$ cat src/hdl/mapper_settings.svh
// Map viewer constants
`ifndef MAPPER_SETTINGS_SVH
`define MAPPER_SETTINGS_SVH

// ----------------------------------------------------------
// bus widths
`define MAP_COORD_W       10
`define MAP_SCROLL_W      11
`define MAP_ADDR_W        19

// ----------------------------------------------------------
// game window on the 640x480 screen
`define MAP_WIN_X0        80
`define MAP_WIN_Y0        80
`define MAP_WIN_W         480
`define MAP_WIN_H         320

// map image is 480 words per row, as many rows as window lines
`define MAP_ROW_W         480

// scroll limits, top left corner of the view in map pixels
`define MAP_SCROLL_X_MIN  (-30)
`define MAP_SCROLL_Y_MIN  (-30)
`define MAP_SCROLL_X_MAX  269
`define MAP_SCROLL_Y_MAX  189

// ----------------------------------------------------------
// player sprite, fixed at screen centre
`define MAP_SPR_X         320
`define MAP_SPR_Y         240
`define MAP_SPR_HALF_W    6
`define MAP_SPR_HALF_H    10
`define MAP_SPR_RGB       24'hff5500

// usb keyboard codes
`define MAP_KEY_A         8'h04
`define MAP_KEY_D         8'h07
`define MAP_KEY_W         8'h1A
`define MAP_KEY_S         8'h16

`endif

$ cat src/hdl/mapperPkg.sv
// Map viewer shared types
`include "mapper_settings.svh"

package mapperPkg;

    // ----------------------------------------------------------
    // motion from the keyboard

    // one step per frame on a single axis
    typedef enum logic [1:0] {
        STEP_NEG,
        STEP_NONE,
        STEP_POS
    } axisStepT;

    typedef struct packed {
        axisStepT stepX;
        axisStepT stepY;
    } motionT;

    // view corner in map pixels, can go slightly negative
    typedef struct packed {
        logic signed [`MAP_SCROLL_W-1:0] x;
        logic signed [`MAP_SCROLL_W-1:0] y;
    } scrollPosT;

    // ----------------------------------------------------------
    // pixel stream

    // screen coordinate from the vga timing generator
    typedef struct packed {
        logic [`MAP_COORD_W-1:0] drawX;
        logic [`MAP_COORD_W-1:0] drawY;
    } pixelCoordT;

    typedef struct packed {
        logic [7:0] red;
        logic [7:0] green;
        logic [7:0] blue;
    } rgbT;

    // what a pixel shows, decided in stage 1
    typedef enum logic [1:0] {
        PIX_BLANK,
        PIX_SPRITE,
        PIX_MAP,
        PIX_OUTSIDE
    } pixelClassT;

endpackage

$ cat src/hdl/keyDecode.sv
// Keyboard motion decoder
`timescale 1ns/10ps
`include "mapper_settings.svh"

module keyDecode (
    input  logic [15:0]       keycode,
    output mapperPkg::motionT motion
);

    // two key slots from the keyboard report
    logic [7:0] keyLow;
    logic [7:0] keyHigh;

    // key held in either slot
    logic hasA;
    logic hasD;
    logic hasW;
    logic hasS;

    // ----------------------------------------------------------
    // opposing keys cancel on an axis
    function automatic mapperPkg::axisStepT axisRule(
        input logic negKey,
        input logic posKey
    );
        if (negKey && !posKey) begin
            return mapperPkg::STEP_NEG;
        end else if (posKey && !negKey) begin
            return mapperPkg::STEP_POS;
        end
        // no key, or both at once
        return mapperPkg::STEP_NONE;
    endfunction

    assign keyLow  = keycode[7:0];
    assign keyHigh = keycode[15:8];

    // byte order does not matter
    assign hasA = (keyLow == `MAP_KEY_A) || (keyHigh == `MAP_KEY_A);
    assign hasD = (keyLow == `MAP_KEY_D) || (keyHigh == `MAP_KEY_D);
    assign hasW = (keyLow == `MAP_KEY_W) || (keyHigh == `MAP_KEY_W);
    assign hasS = (keyLow == `MAP_KEY_S) || (keyHigh == `MAP_KEY_S);

    // left/right on x, up/down on y
    always_comb begin
        motion.stepX = axisRule(hasA, hasD);
        motion.stepY = axisRule(hasW, hasS);
    end

endmodule

$ cat src/hdl/scrollExecute.sv
// Scroll position register
`timescale 1ns/10ps
`include "mapper_settings.svh"

module scrollExecute (
    input  logic                 frame_clk,
    input  logic                 Reset,
    input  logic                 frameStart,
    input  mapperPkg::motionT    motion,
    output mapperPkg::scrollPosT scrollPos
);

    // candidate position for the next frame
    mapperPkg::scrollPosT scrollNext;

    // ----------------------------------------------------------
    // one axis: add the step, then saturate at the map limits
    function automatic logic signed [`MAP_SCROLL_W-1:0] stepAxis(
        input logic signed [`MAP_SCROLL_W-1:0] pos,
        input mapperPkg::axisStepT             step,
        input int                              lo,
        input int                              hi
    );
        int sum;
        case (step)
            mapperPkg::STEP_NEG: sum = int'(pos) - 1;
            mapperPkg::STEP_POS: sum = int'(pos) + 1;
            default:             sum = int'(pos);
        endcase
        // clamp, the view never leaves the map border
        if (sum < lo) begin
            sum = lo;
        end else if (sum > hi) begin
            sum = hi;
        end
        return `MAP_SCROLL_W'(sum);
    endfunction

    always_comb begin
        scrollNext.x = stepAxis(scrollPos.x, motion.stepX,
                                `MAP_SCROLL_X_MIN, `MAP_SCROLL_X_MAX);
        scrollNext.y = stepAxis(scrollPos.y, motion.stepY,
                                `MAP_SCROLL_Y_MIN, `MAP_SCROLL_Y_MAX);
    end

    // update once per frame, hold otherwise
    always_ff @(posedge frame_clk or posedge Reset) begin
        if (Reset) begin
            scrollPos <= '0;
        end else if (frameStart) begin
            scrollPos <= scrollNext;
        end
    end

    // ----------------------------------------------------------
    // position stays inside the limits across all frames
    scrollInLimits: assert property (@(posedge frame_clk) disable iff (Reset)
        (scrollPos.x >= `MAP_SCROLL_X_MIN) && (scrollPos.x <= `MAP_SCROLL_X_MAX) &&
        (scrollPos.y >= `MAP_SCROLL_Y_MIN) && (scrollPos.y <= `MAP_SCROLL_Y_MAX))
        else $error("scrollExecute: position (%0d,%0d) out of limits",
                    scrollPos.x, scrollPos.y);

endmodule

$ cat src/hdl/pixelResult.sv
// Pixel colour pipeline
`timescale 1ns/10ps
`include "mapper_settings.svh"

module pixelResult (
    input  logic                   frame_clk,
    input  logic                   Reset,
    input  logic                   videoOn,
    input  mapperPkg::pixelCoordT  pixel,
    input  mapperPkg::scrollPosT   scrollPos,
    output logic [`MAP_ADDR_W-1:0] mapAddr,
    input  logic [3:0]             mapIndex,
    output mapperPkg::rgbT         rgb
);

    // offset from sprite centre
    int spriteDx;
    int spriteDy;
    logic onSprite;
    logic inWindow;

    // map coordinate at full resolution, signed
    int mapX;
    int mapY;
    logic onMap;

    mapperPkg::pixelClassT  classNext;
    logic [`MAP_ADDR_W-1:0] mapAddrNext;

    // class travels alongside the memory read
    mapperPkg::pixelClassT classS1;
    mapperPkg::pixelClassT classS2;
    mapperPkg::rgbT        rgbNext;

    // ----------------------------------------------------------
    // fixed 16 entry palette, 4 bit channels in the high nibble
    function automatic mapperPkg::rgbT paletteLookup(input logic [3:0] index);
        mapperPkg::rgbT entry;
        entry.red   = {index, 4'h0};
        entry.green = {4'hf - index, 4'h0};
        entry.blue  = {index ^ 4'h5, 4'h0};
        return entry;
    endfunction

    // ----------------------------------------------------------
    // stage 1: classify and address
    always_comb begin
        spriteDx = int'(pixel.drawX) - `MAP_SPR_X;
        spriteDy = int'(pixel.drawY) - `MAP_SPR_Y;
        onSprite = (spriteDx >= -`MAP_SPR_HALF_W) && (spriteDx <= `MAP_SPR_HALF_W) &&
                   (spriteDy >= -`MAP_SPR_HALF_H) && (spriteDy <= `MAP_SPR_HALF_H);

        inWindow = (pixel.drawX >= `MAP_WIN_X0) &&
                   (pixel.drawX < `MAP_WIN_X0 + `MAP_WIN_W) &&
                   (pixel.drawY >= `MAP_WIN_Y0) &&
                   (pixel.drawY < `MAP_WIN_Y0 + `MAP_WIN_H);

        // window pixel plus twice the scroll, map drawn at half resolution
        mapX = int'(pixel.drawX) - `MAP_WIN_X0 + 2 * int'(scrollPos.x);
        mapY = int'(pixel.drawY) - `MAP_WIN_Y0 + 2 * int'(scrollPos.y);
        onMap = inWindow && (mapX >= 0) && (mapX < 2 * `MAP_ROW_W) &&
                (mapY >= 0) && (mapY < 2 * `MAP_WIN_H);

        // halve both coordinates, row major word address
        mapAddrNext = `MAP_ADDR_W'((mapX >>> 1) + (mapY >>> 1) * `MAP_ROW_W);

        // sprite drawn over the map
        if (!videoOn) begin
            classNext = mapperPkg::PIX_BLANK;
        end else if (onSprite) begin
            classNext = mapperPkg::PIX_SPRITE;
        end else if (onMap) begin
            classNext = mapperPkg::PIX_MAP;
        end else begin
            classNext = mapperPkg::PIX_OUTSIDE;
        end
    end

    // address out to the map memory, one cycle after the pixel
    always_ff @(posedge frame_clk or posedge Reset) begin
        if (Reset) begin
            classS1 <= mapperPkg::PIX_BLANK;
            mapAddr <= '0;
        end else begin
            classS1 <= classNext;
            mapAddr <= mapAddrNext;
        end
    end

    // wait one cycle while the memory registers mapIndex
    always_ff @(posedge frame_clk or posedge Reset) begin
        if (Reset) begin
            classS2 <= mapperPkg::PIX_BLANK;
        end else begin
            classS2 <= classS1;
        end
    end

    // ----------------------------------------------------------
    // stage 2: colour select
    always_comb begin
        case (classS2)
            mapperPkg::PIX_SPRITE: rgbNext = `MAP_SPR_RGB;
            mapperPkg::PIX_MAP:    rgbNext = paletteLookup(mapIndex);
            default:               rgbNext = '0;
        endcase
    end

    // blank and outside both black
    always_ff @(posedge frame_clk or posedge Reset) begin
        if (Reset) begin
            rgb <= '0;
        end else begin
            rgb <= rgbNext;
        end
    end

    // map pixels only ever address inside the image
    mapAddrInImage: assert property (@(posedge frame_clk) disable iff (Reset)
        (classS1 == mapperPkg::PIX_MAP) |-> (mapAddr < `MAP_ROW_W * `MAP_WIN_H))
        else $error("pixelResult: map address %0d beyond image", mapAddr);

endmodule

$ cat src/hdl/colorMapper.sv
// Scrolling map viewer top
`timescale 1ns/10ps
`include "mapper_settings.svh"

module colorMapper (
    input  logic                    frame_clk,
    input  logic                    Reset,
    input  logic                    frameStart,
    input  logic                    videoOn,
    input  logic [15:0]             keycode,
    input  logic [`MAP_COORD_W-1:0] drawX,
    input  logic [`MAP_COORD_W-1:0] drawY,
    input  logic [3:0]              mapIndex,
    output logic [`MAP_ADDR_W-1:0]  mapAddr,
    output mapperPkg::rgbT          rgb,
    output mapperPkg::scrollPosT    scrollPos
);

    // decoded key motion
    mapperPkg::motionT     motion;
    // screen coordinate bundle
    mapperPkg::pixelCoordT pixel;

    assign pixel.drawX = drawX;
    assign pixel.drawY = drawY;

    // ----------------------------------------------------------
    // keycode to per-axis step
    keyDecode i_keyDecode (
        .keycode (keycode),
        .motion  (motion)
    );

    // view position, once per frame
    scrollExecute i_scrollExecute (
        .frame_clk  (frame_clk),
        .Reset      (Reset),
        .frameStart (frameStart),
        .motion     (motion),
        .scrollPos  (scrollPos)
    );

    // pixel pipeline, map memory sits outside
    pixelResult i_pixelResult (
        .frame_clk (frame_clk),
        .Reset     (Reset),
        .videoOn   (videoOn),
        .pixel     (pixel),
        .scrollPos (scrollPos),
        .mapAddr   (mapAddr),
        .mapIndex  (mapIndex),
        .rgb       (rgb)
    );

endmodule

$ cat config.mk
export PLATFORM = sky130hd
export DESIGN_NAME = colorMapper
export DESIGN_NICKNAME = d
export VERILOG_FILES = /design/src/hdl/mapperPkg.sv /design/src/hdl/keyDecode.sv /design/src/hdl/scrollExecute.sv /design/src/hdl/pixelResult.sv /design/src/hdl/colorMapper.sv
export VERILOG_INCLUDE_DIRS = /design/src /design/src/hdl
export SDC_FILE = /design/constraint.sdc
export NUM_CORES = 1
export LEC_CHECK = 0
export BUFFER_PORTS_ARGS = -buffer_cell sky130_fd_sc_hd__buf_2
export CAP_MARGIN = 20
export CELL_PAD_IN_SITES_DETAIL_PLACEMENT = 1
export CELL_PAD_IN_SITES_GLOBAL_PLACEMENT = 1
export CORE_ASPECT_RATIO = 0.9
export CORE_MARGIN = 1
export CORE_UTILIZATION = 40
export DETAILED_ROUTE_END_ITERATION = 6
export PLACE_DENSITY_LB_ADDON = 0.1
export SYNTH_ARGS = -nofsm -noshare
export SYNTH_HDL_FRONTEND = slang
export SYNTH_SLANG_ARGS = --single-unit
$ cat constraint.sdc
create_clock -name frame_clk -period 5.3 [get_ports frame_clk]
set_input_delay 1.06 -clock frame_clk [delete_from_list [all_inputs] [get_ports frame_clk]]
set_output_delay 1.06 -clock frame_clk [all_outputs]
set_load 0.02 [all_outputs]
==> impl_metrics.yaml, run 1 <==
flow_run:
  max_cap_viol_count: 0
placement:
  hpwl_mm: 16.9
  place_congestion: 0.873
  port_buffers: 102
logic_synthesis:
  synth_edf_count: 0
  yosys_warnings: 0
  synth_area_leaders: "dfrtp_1 (21%), ha_1 (18%), fa_1 (6.4%), inv_1 (5.1%), xnor2_1 (5.0%)"
  synth_top_area_share_pct: 21.1
  synth.distinct_cells: 72
  synthTopCellsByCount: "ha_1 (99), inv_1 (93), dfrtp_1 (58), nor2_1 (55), nand2_1 (53)"
  netlist_instances: 806
  seq_area_frac_synth_pct: 21.1
  synth_flop_cell: "dfrtp_1"
  ys_ff_latch: 58
  netlist_area_mm2: 0.00688
  synth.most_common_cell: "ha_1"
  synth_top_cell_by_area: "dfrtp_1"
  async_flop_share_pct: 100
  avgSynthCellArea_um2: 8.53
setup_path:
  critPathBufInv: 4
  crit_fanout: 4
  path_delay_family: "adder cells"
  end_kind: "register"
  crit_slowest_cell: "fa_1"
  reg2reg_slack_ps: -20
  start_kind: "input port"
  critPathRequiredTime_ps: 5510
  crit_top_cell: "a21o_1"
  crit_arrival_ps: 5910
  regToRegEndpoint: "i_pixelResult.mapAddr[18]"
  r2r_start: "i_scrollExecute.scrollPos[0]"
  crit_type: "in2reg"
  max_stage_delay_ps: 570
  reg2reg_depth: 24
drt:
  drc: 0
  first_pass_iters: 6
  vias_per_cell: 5.46
  vias: 6796
  wl_per_cell_um: 16.9
  drt_iter0_markers: 141
  ant_nets: 0
  drt-total-wl_mm: 21.1
die:
  core-area_mm2: 0.0168
  start_util_pct: 40.8
  die_w_um: 140
  placementRows: 45
  dieArea_mm2: 0.0177
  fp.dieH_um: 126
  pin_count: 109
grt:
  antenna_found_initial: 1
  grt_pass1_vias: 7378
  track_usage_pct: 24.5
  grt_start_max_net_pins: 59
  grt_pass1_wl_mm: 35.1
  grt_overflow: 0
status:
  violations: "negative setup slack"
  status: "complete, but fails checks"
timing:
  worst-slew-pin-transition_ps: 737
  finalMaxSlewViolations: 0
  timing.final.crit_share_pct: 108
  setup_ws_ps: -402
  rsz0062_at_grt: "true"
  setup_violations: 4
  clock.fmax_ghz: 0.175
  min_period_ps: 5700
  hold_viol_final: 0
  finClkSkew_ps: 9.61
  slew_headroom_pct: 50.9
  hold_ws_ps: 348
clocking:
  cts_max_level: 3
  cts_num_sinks: 58
  numCtsBuffers: 9
  cts_buffer_depth: 2
  clk_latency_ps: 340
  cts_tree: "built"
  clk_pin_slew_worst_paths_ps: 60
  ctsHoldBuffers: 0
  root_buffer: "clkbuf_16"
layout:
  register_area_mm2: 0.00145
  nets: 1193
  drive_gt1_share_pct: 31.9
  syn_to_final_growth_pct: 35.6
  multi_input_area_mm2: 0.00539
  n_fill_cell: 2007
hold_path:
  worstHoldPathCells: 0
  holdCritPathClass: "reg2reg"
  hold_end: "i_pixelResult.classS2[0]"
  hold_start: "i_pixelResult.classS1[0]"
## worst max path at each step
stage / startpoint / end / slack [ps] / cells past startpoint
floorplan: drawY[4] / i_pixelResult.mapAddr[18] / -370 / 21
global placement: drawY[4] / i_pixelResult.mapAddr[18] / -630 / 22
detailed placement: drawY[1] / i_pixelResult.mapAddr[18] / -810 / 23
CTS: drawY[1] / i_pixelResult.mapAddr[18] / -390 / 25
global route: drawY[5] / i_pixelResult.mapAddr[18] / -530 / 27
finish: drawY[1] / i_pixelResult.mapAddr[18] / -400 / 25
## registers in the layout (all words and copies together), names as in the netlist
signal	count
i_scrollExecute.scrollPos	22
i_pixelResult.mapAddr	19
i_pixelResult.rgb	13
i_pixelResult.classS1	2
i_pixelResult.classS2	2
## stage by stage
step	setup TNS [ps]	instances	setup WS, ps	util [%]	area [µm²]
final	-987	1245	-402	55.4	9320
after global routing	-1510	1244	-533	55.4	9320
after CTS	-956	1241	-385	54.5	9170
after detailed placement	-2810	1220	-815	51.8	8720
after global placement	-1950	1220	-634	51.8	8720
after floorplan	-585	811	-370	-	7180
## layout by cell type, fill, tap and decap left out, types with 35 or more instances in the layout
cell type	count
o21ai_0	35
a21oi_1	38
nand2_1	51
dfrtp_1	58
xnor2_1	35
buf_4	127
nor2_1	51
inv_1	80
buf_2	99
ha_1	80
## layer usage
metal  part of all wire (%)  global-route usage (%)  up-vias  routed length [µm]
met3                    3.7                    4.53       29                 785
met2                     51                    46.1      138               10800
met4                    1.9                    7.30        0                 404
met5                      0                       0        -                   0
li1                       -                       -     3314                   -
met1                     43                    28.0     3315                9080
## cell families (layout without fill, tap and decap cells)
kind of cell               after synthesis  after routing  synth area share (%)
buffers and inverters                  117            339                  6.99
other                                    1              7                0.0545
DFF                                     58             58                  21.1
xor gates and xnor gates                61             61                  7.97
AOI/OAI and AO/OA                      212            212                  21.6
and+or+nand+nor                        230            230                  17.0
muxes                                    6              6                 0.910
adders and majority gates              121            121                  24.4
## cell type report
cell class | instances | area share (%)
inverter | 93 | 3.96
sequential | 58 | 15.6
timing repair buffer | 230 | 16.1
multi-input combinational | 636 | 57.8
tap | 211 | 2.83
clock inverter | 7 | 1.34
clock buffer | 9 | 2.42
antenna | 1 | 0.0268
## repair_timing
| action | 4_1_cts | 5_1_grt |
|---|---|---|
| pin swaps | 22 | 25 |
| resized for setup | 16 | 31 |
| endpoints found under the hold margin | 0 | 0 |
| gates cloned | 0 | 0 |
| setup endpoints to repair | 4 | 5 |
| setup buffers | 6 | 3 |
Power of run 1 is left out: the tool's default activity adds up to more than one toggle a clock period on the data nets, which glitch-free logic cannot reach.
==> run 2: changes to the inputs <==
--- a/config.mk
+++ b/config.mk
@@ -12,5 +12,5 @@
 export CELL_PAD_IN_SITES_GLOBAL_PLACEMENT = 1
 export CORE_ASPECT_RATIO = 0.9
-export CORE_MARGIN = 1
+export CORE_MARGIN = 2
 export CORE_UTILIZATION = 40
 export DETAILED_ROUTE_END_ITERATION = 6
==> constraint.sdc (replaced) <==
create_clock -name frame_clk -period 5.3 [get_ports frame_clk]
set_input_delay 0.265 -clock frame_clk [delete_from_list [all_inputs] [get_ports frame_clk]]
set_output_delay 0.265 -clock frame_clk [all_outputs]
set_load 0.02 [all_outputs]
==> impl_metrics.yaml, run 2 (synthesis gave the netlist of run 1 again) <==
grt:
  grt_overflow: 0
  grt_pass1_vias: 6806
  grtUsageMet3_pct: 4.32
  grt_pass1_wl_mm: 32.6
  met2_usage_pct: 39.7
  antenna_found_initial: 2
  track_usage_pct: 22.2
  grt_start_max_net_pins: 59
  top_usage_layer: "met2"
  grt_use_met1_pct: 26.5
placement:
  dp_slack_ps: -176
  place_congestion: 0.889
  hpwl_mm: 16.1
  port_buffers: 102
timing:
  slew_headroom_pct: 30.0
  clock.fmax_ghz: 0.190
  worst-slew-pin-transition_ps: 1050
  finalMaxSlewViolations: 0
  fin_tns_setup_ps: 0
  hold_viol_final: 0
  setup_violations: 0
  setup_ws_ps: 36.6
  rsz0062_at_grt: "true"
  min_period_ps: 5260
  finClkSkew_ps: 7.38
  timing.final.crit_share_pct: 99.3
layout:
  final_cell_mix: "buf_2 (102), ha_1 (90), inv_1 (88)"
  nets: 1120
  reg_top3: "i_scrollExecute.scrollPos: 22 flops, i_pixelResult.mapAddr: 19 flops, i_pixelResult.rgb: 13 flops"
  largest_register_ffs: 22
  top_register: "i_scrollExecute.scrollPos"
  final_common_cell: "buf_2"
  register_area_mm2: 0.00145
  multi_input_area_mm2: 0.00516
  antennaDiodeCount: 0
  syn_to_final_growth_pct: 23.3
  n_fill_cell: 2012
  drive_gt1_share_pct: 23.1
drt:
  ant_nets: 0
  wl_per_cell_um: 16.8
  drc: 0
  vias_per_cell: 5.49
  drt-total-wl_mm: 19.7
  drt_iter0_markers: 121
  first_pass_iters: 4
  vias: 6432
flow_run:
  max_cap_viol_count: 0
setup_path:
  critPathRequiredTime_ps: 5520
  crit_arrival_ps: 5480
  end_kind: "register"
  r2r_start: "i_scrollExecute.scrollPos[0]"
  crit_type: "reg2reg"
  crit_fanout: 3
  reg2reg_slack_ps: 40
  start_kind: "register"
  critPathLaunch: "i_scrollExecute.scrollPos[0]"
clocking:
  cts_max_level: 3
  clk_pin_slew_worst_paths_ps: 50
  numCtsBuffers: 9
  cts_buffer_depth: 2
  cts_num_sinks: 58
  cts_tree: "built"
  clk_latency_ps: 340
  root_buffer: "clkbuf_16"
hold_path:
  hold_start: "mapIndex[3]"
  holdCritPathClass: "in2reg"
die:
  dieArea_mm2: 0.0183
  start_util_pct: 40.8
  fp.dieH_um: 128
  core-area_mm2: 0.0168
  die_w_um: 142
  pin_count: 109
  placementRows: 45
status:
  status: "finished clean"
==> run 2: cell types whose count changed in the layout (fill, tap and decap cells not counted), moves of 3 or more <==
cell	delta
buf_4	-72
ha_1	+10
ha_4	-8
inv_1	+8
inv_2	-5
a21oi_1	+3
buf_2	+3
buf_6	-3
clkinv_4	-3
==> run 2: worst paths after layout <==
check / end / cells past startpoint
worst min register to register: i_pixelResult.classS2[0] / 0
max in group asynchronous: i_scrollExecute.scrollPos[0] / 3
worst max-delay path: i_pixelResult.mapAddr[18] / 21
worst max register to register: i_pixelResult.mapAddr[18] / 21
worst min-delay path: i_pixelResult.rgb[15] / 2
min in group asynchronous: i_pixelResult.mapAddr[12] / 3
==> run 2: cell type report <==
type                    instances  area share (%)
flip-flops and latches         58            17.2
multi-input cells             636            60.9
inverters                      93            4.12
well taps                     211            3.12
repair buffers                157            10.9
clock buffers                  11            2.86
clock inverters                 5           0.915
==> run 2: per-stage QoR <==
step | area (µm²) | hold WS, ps | instances | util (%)
after global routing | 8470 | 95.1 | 1171 | 50.3
final | 8470 | 92.6 | 1171 | 50.3
after floorplan | 7020 | 331 | 811 | -
after CTS | 8380 | 79.8 | 1166 | 49.8
after global placement | 8030 | 335 | 1149 | 47.7
after detailed placement | 8030 | 343 | 1149 | 47.7
==> run 2: repair_timing <==
| action | in CTS | in global routing |
|---|---|---|
| hold buffers | 0 | 0 |
| gates resized for setup | 6 | 15 |
| endpoints found under the setup margin | 1 | 4 |
| buffers inserted | 1 | 5 |
| pin swaps | 4 | 20 |
==> run 2: worst max-delay path, cell delays in order (launching register included) <==
cell and delay, ps:
dfrtp_2 420, ha_4 170, fa_2 360, a21o_1 190
a21oi_2 190, xnor2_2 160, ha_1 270, inv_1 80
fa_1 440, fa_1 520, inv_1 70, ha_4 240
a21o_1 170, a21o_1 170, a21o_1 160, a21o_1 210
a2111oi_2 340, nand3b_1 200, ha_4 230, a21o_1 150
a31oi_1 150, xnor3_1 230
==> run 2: layer usage <==
layer	up-vias	wire (µm)	share of wire (%)
met5	-	27	0.14
met4	4	427	2.2
met3	29	748	3.8
met2	120	9600	49
met1	3120	8900	45
li1	3159	-	-
Power of run 2 is left out for the same reason.
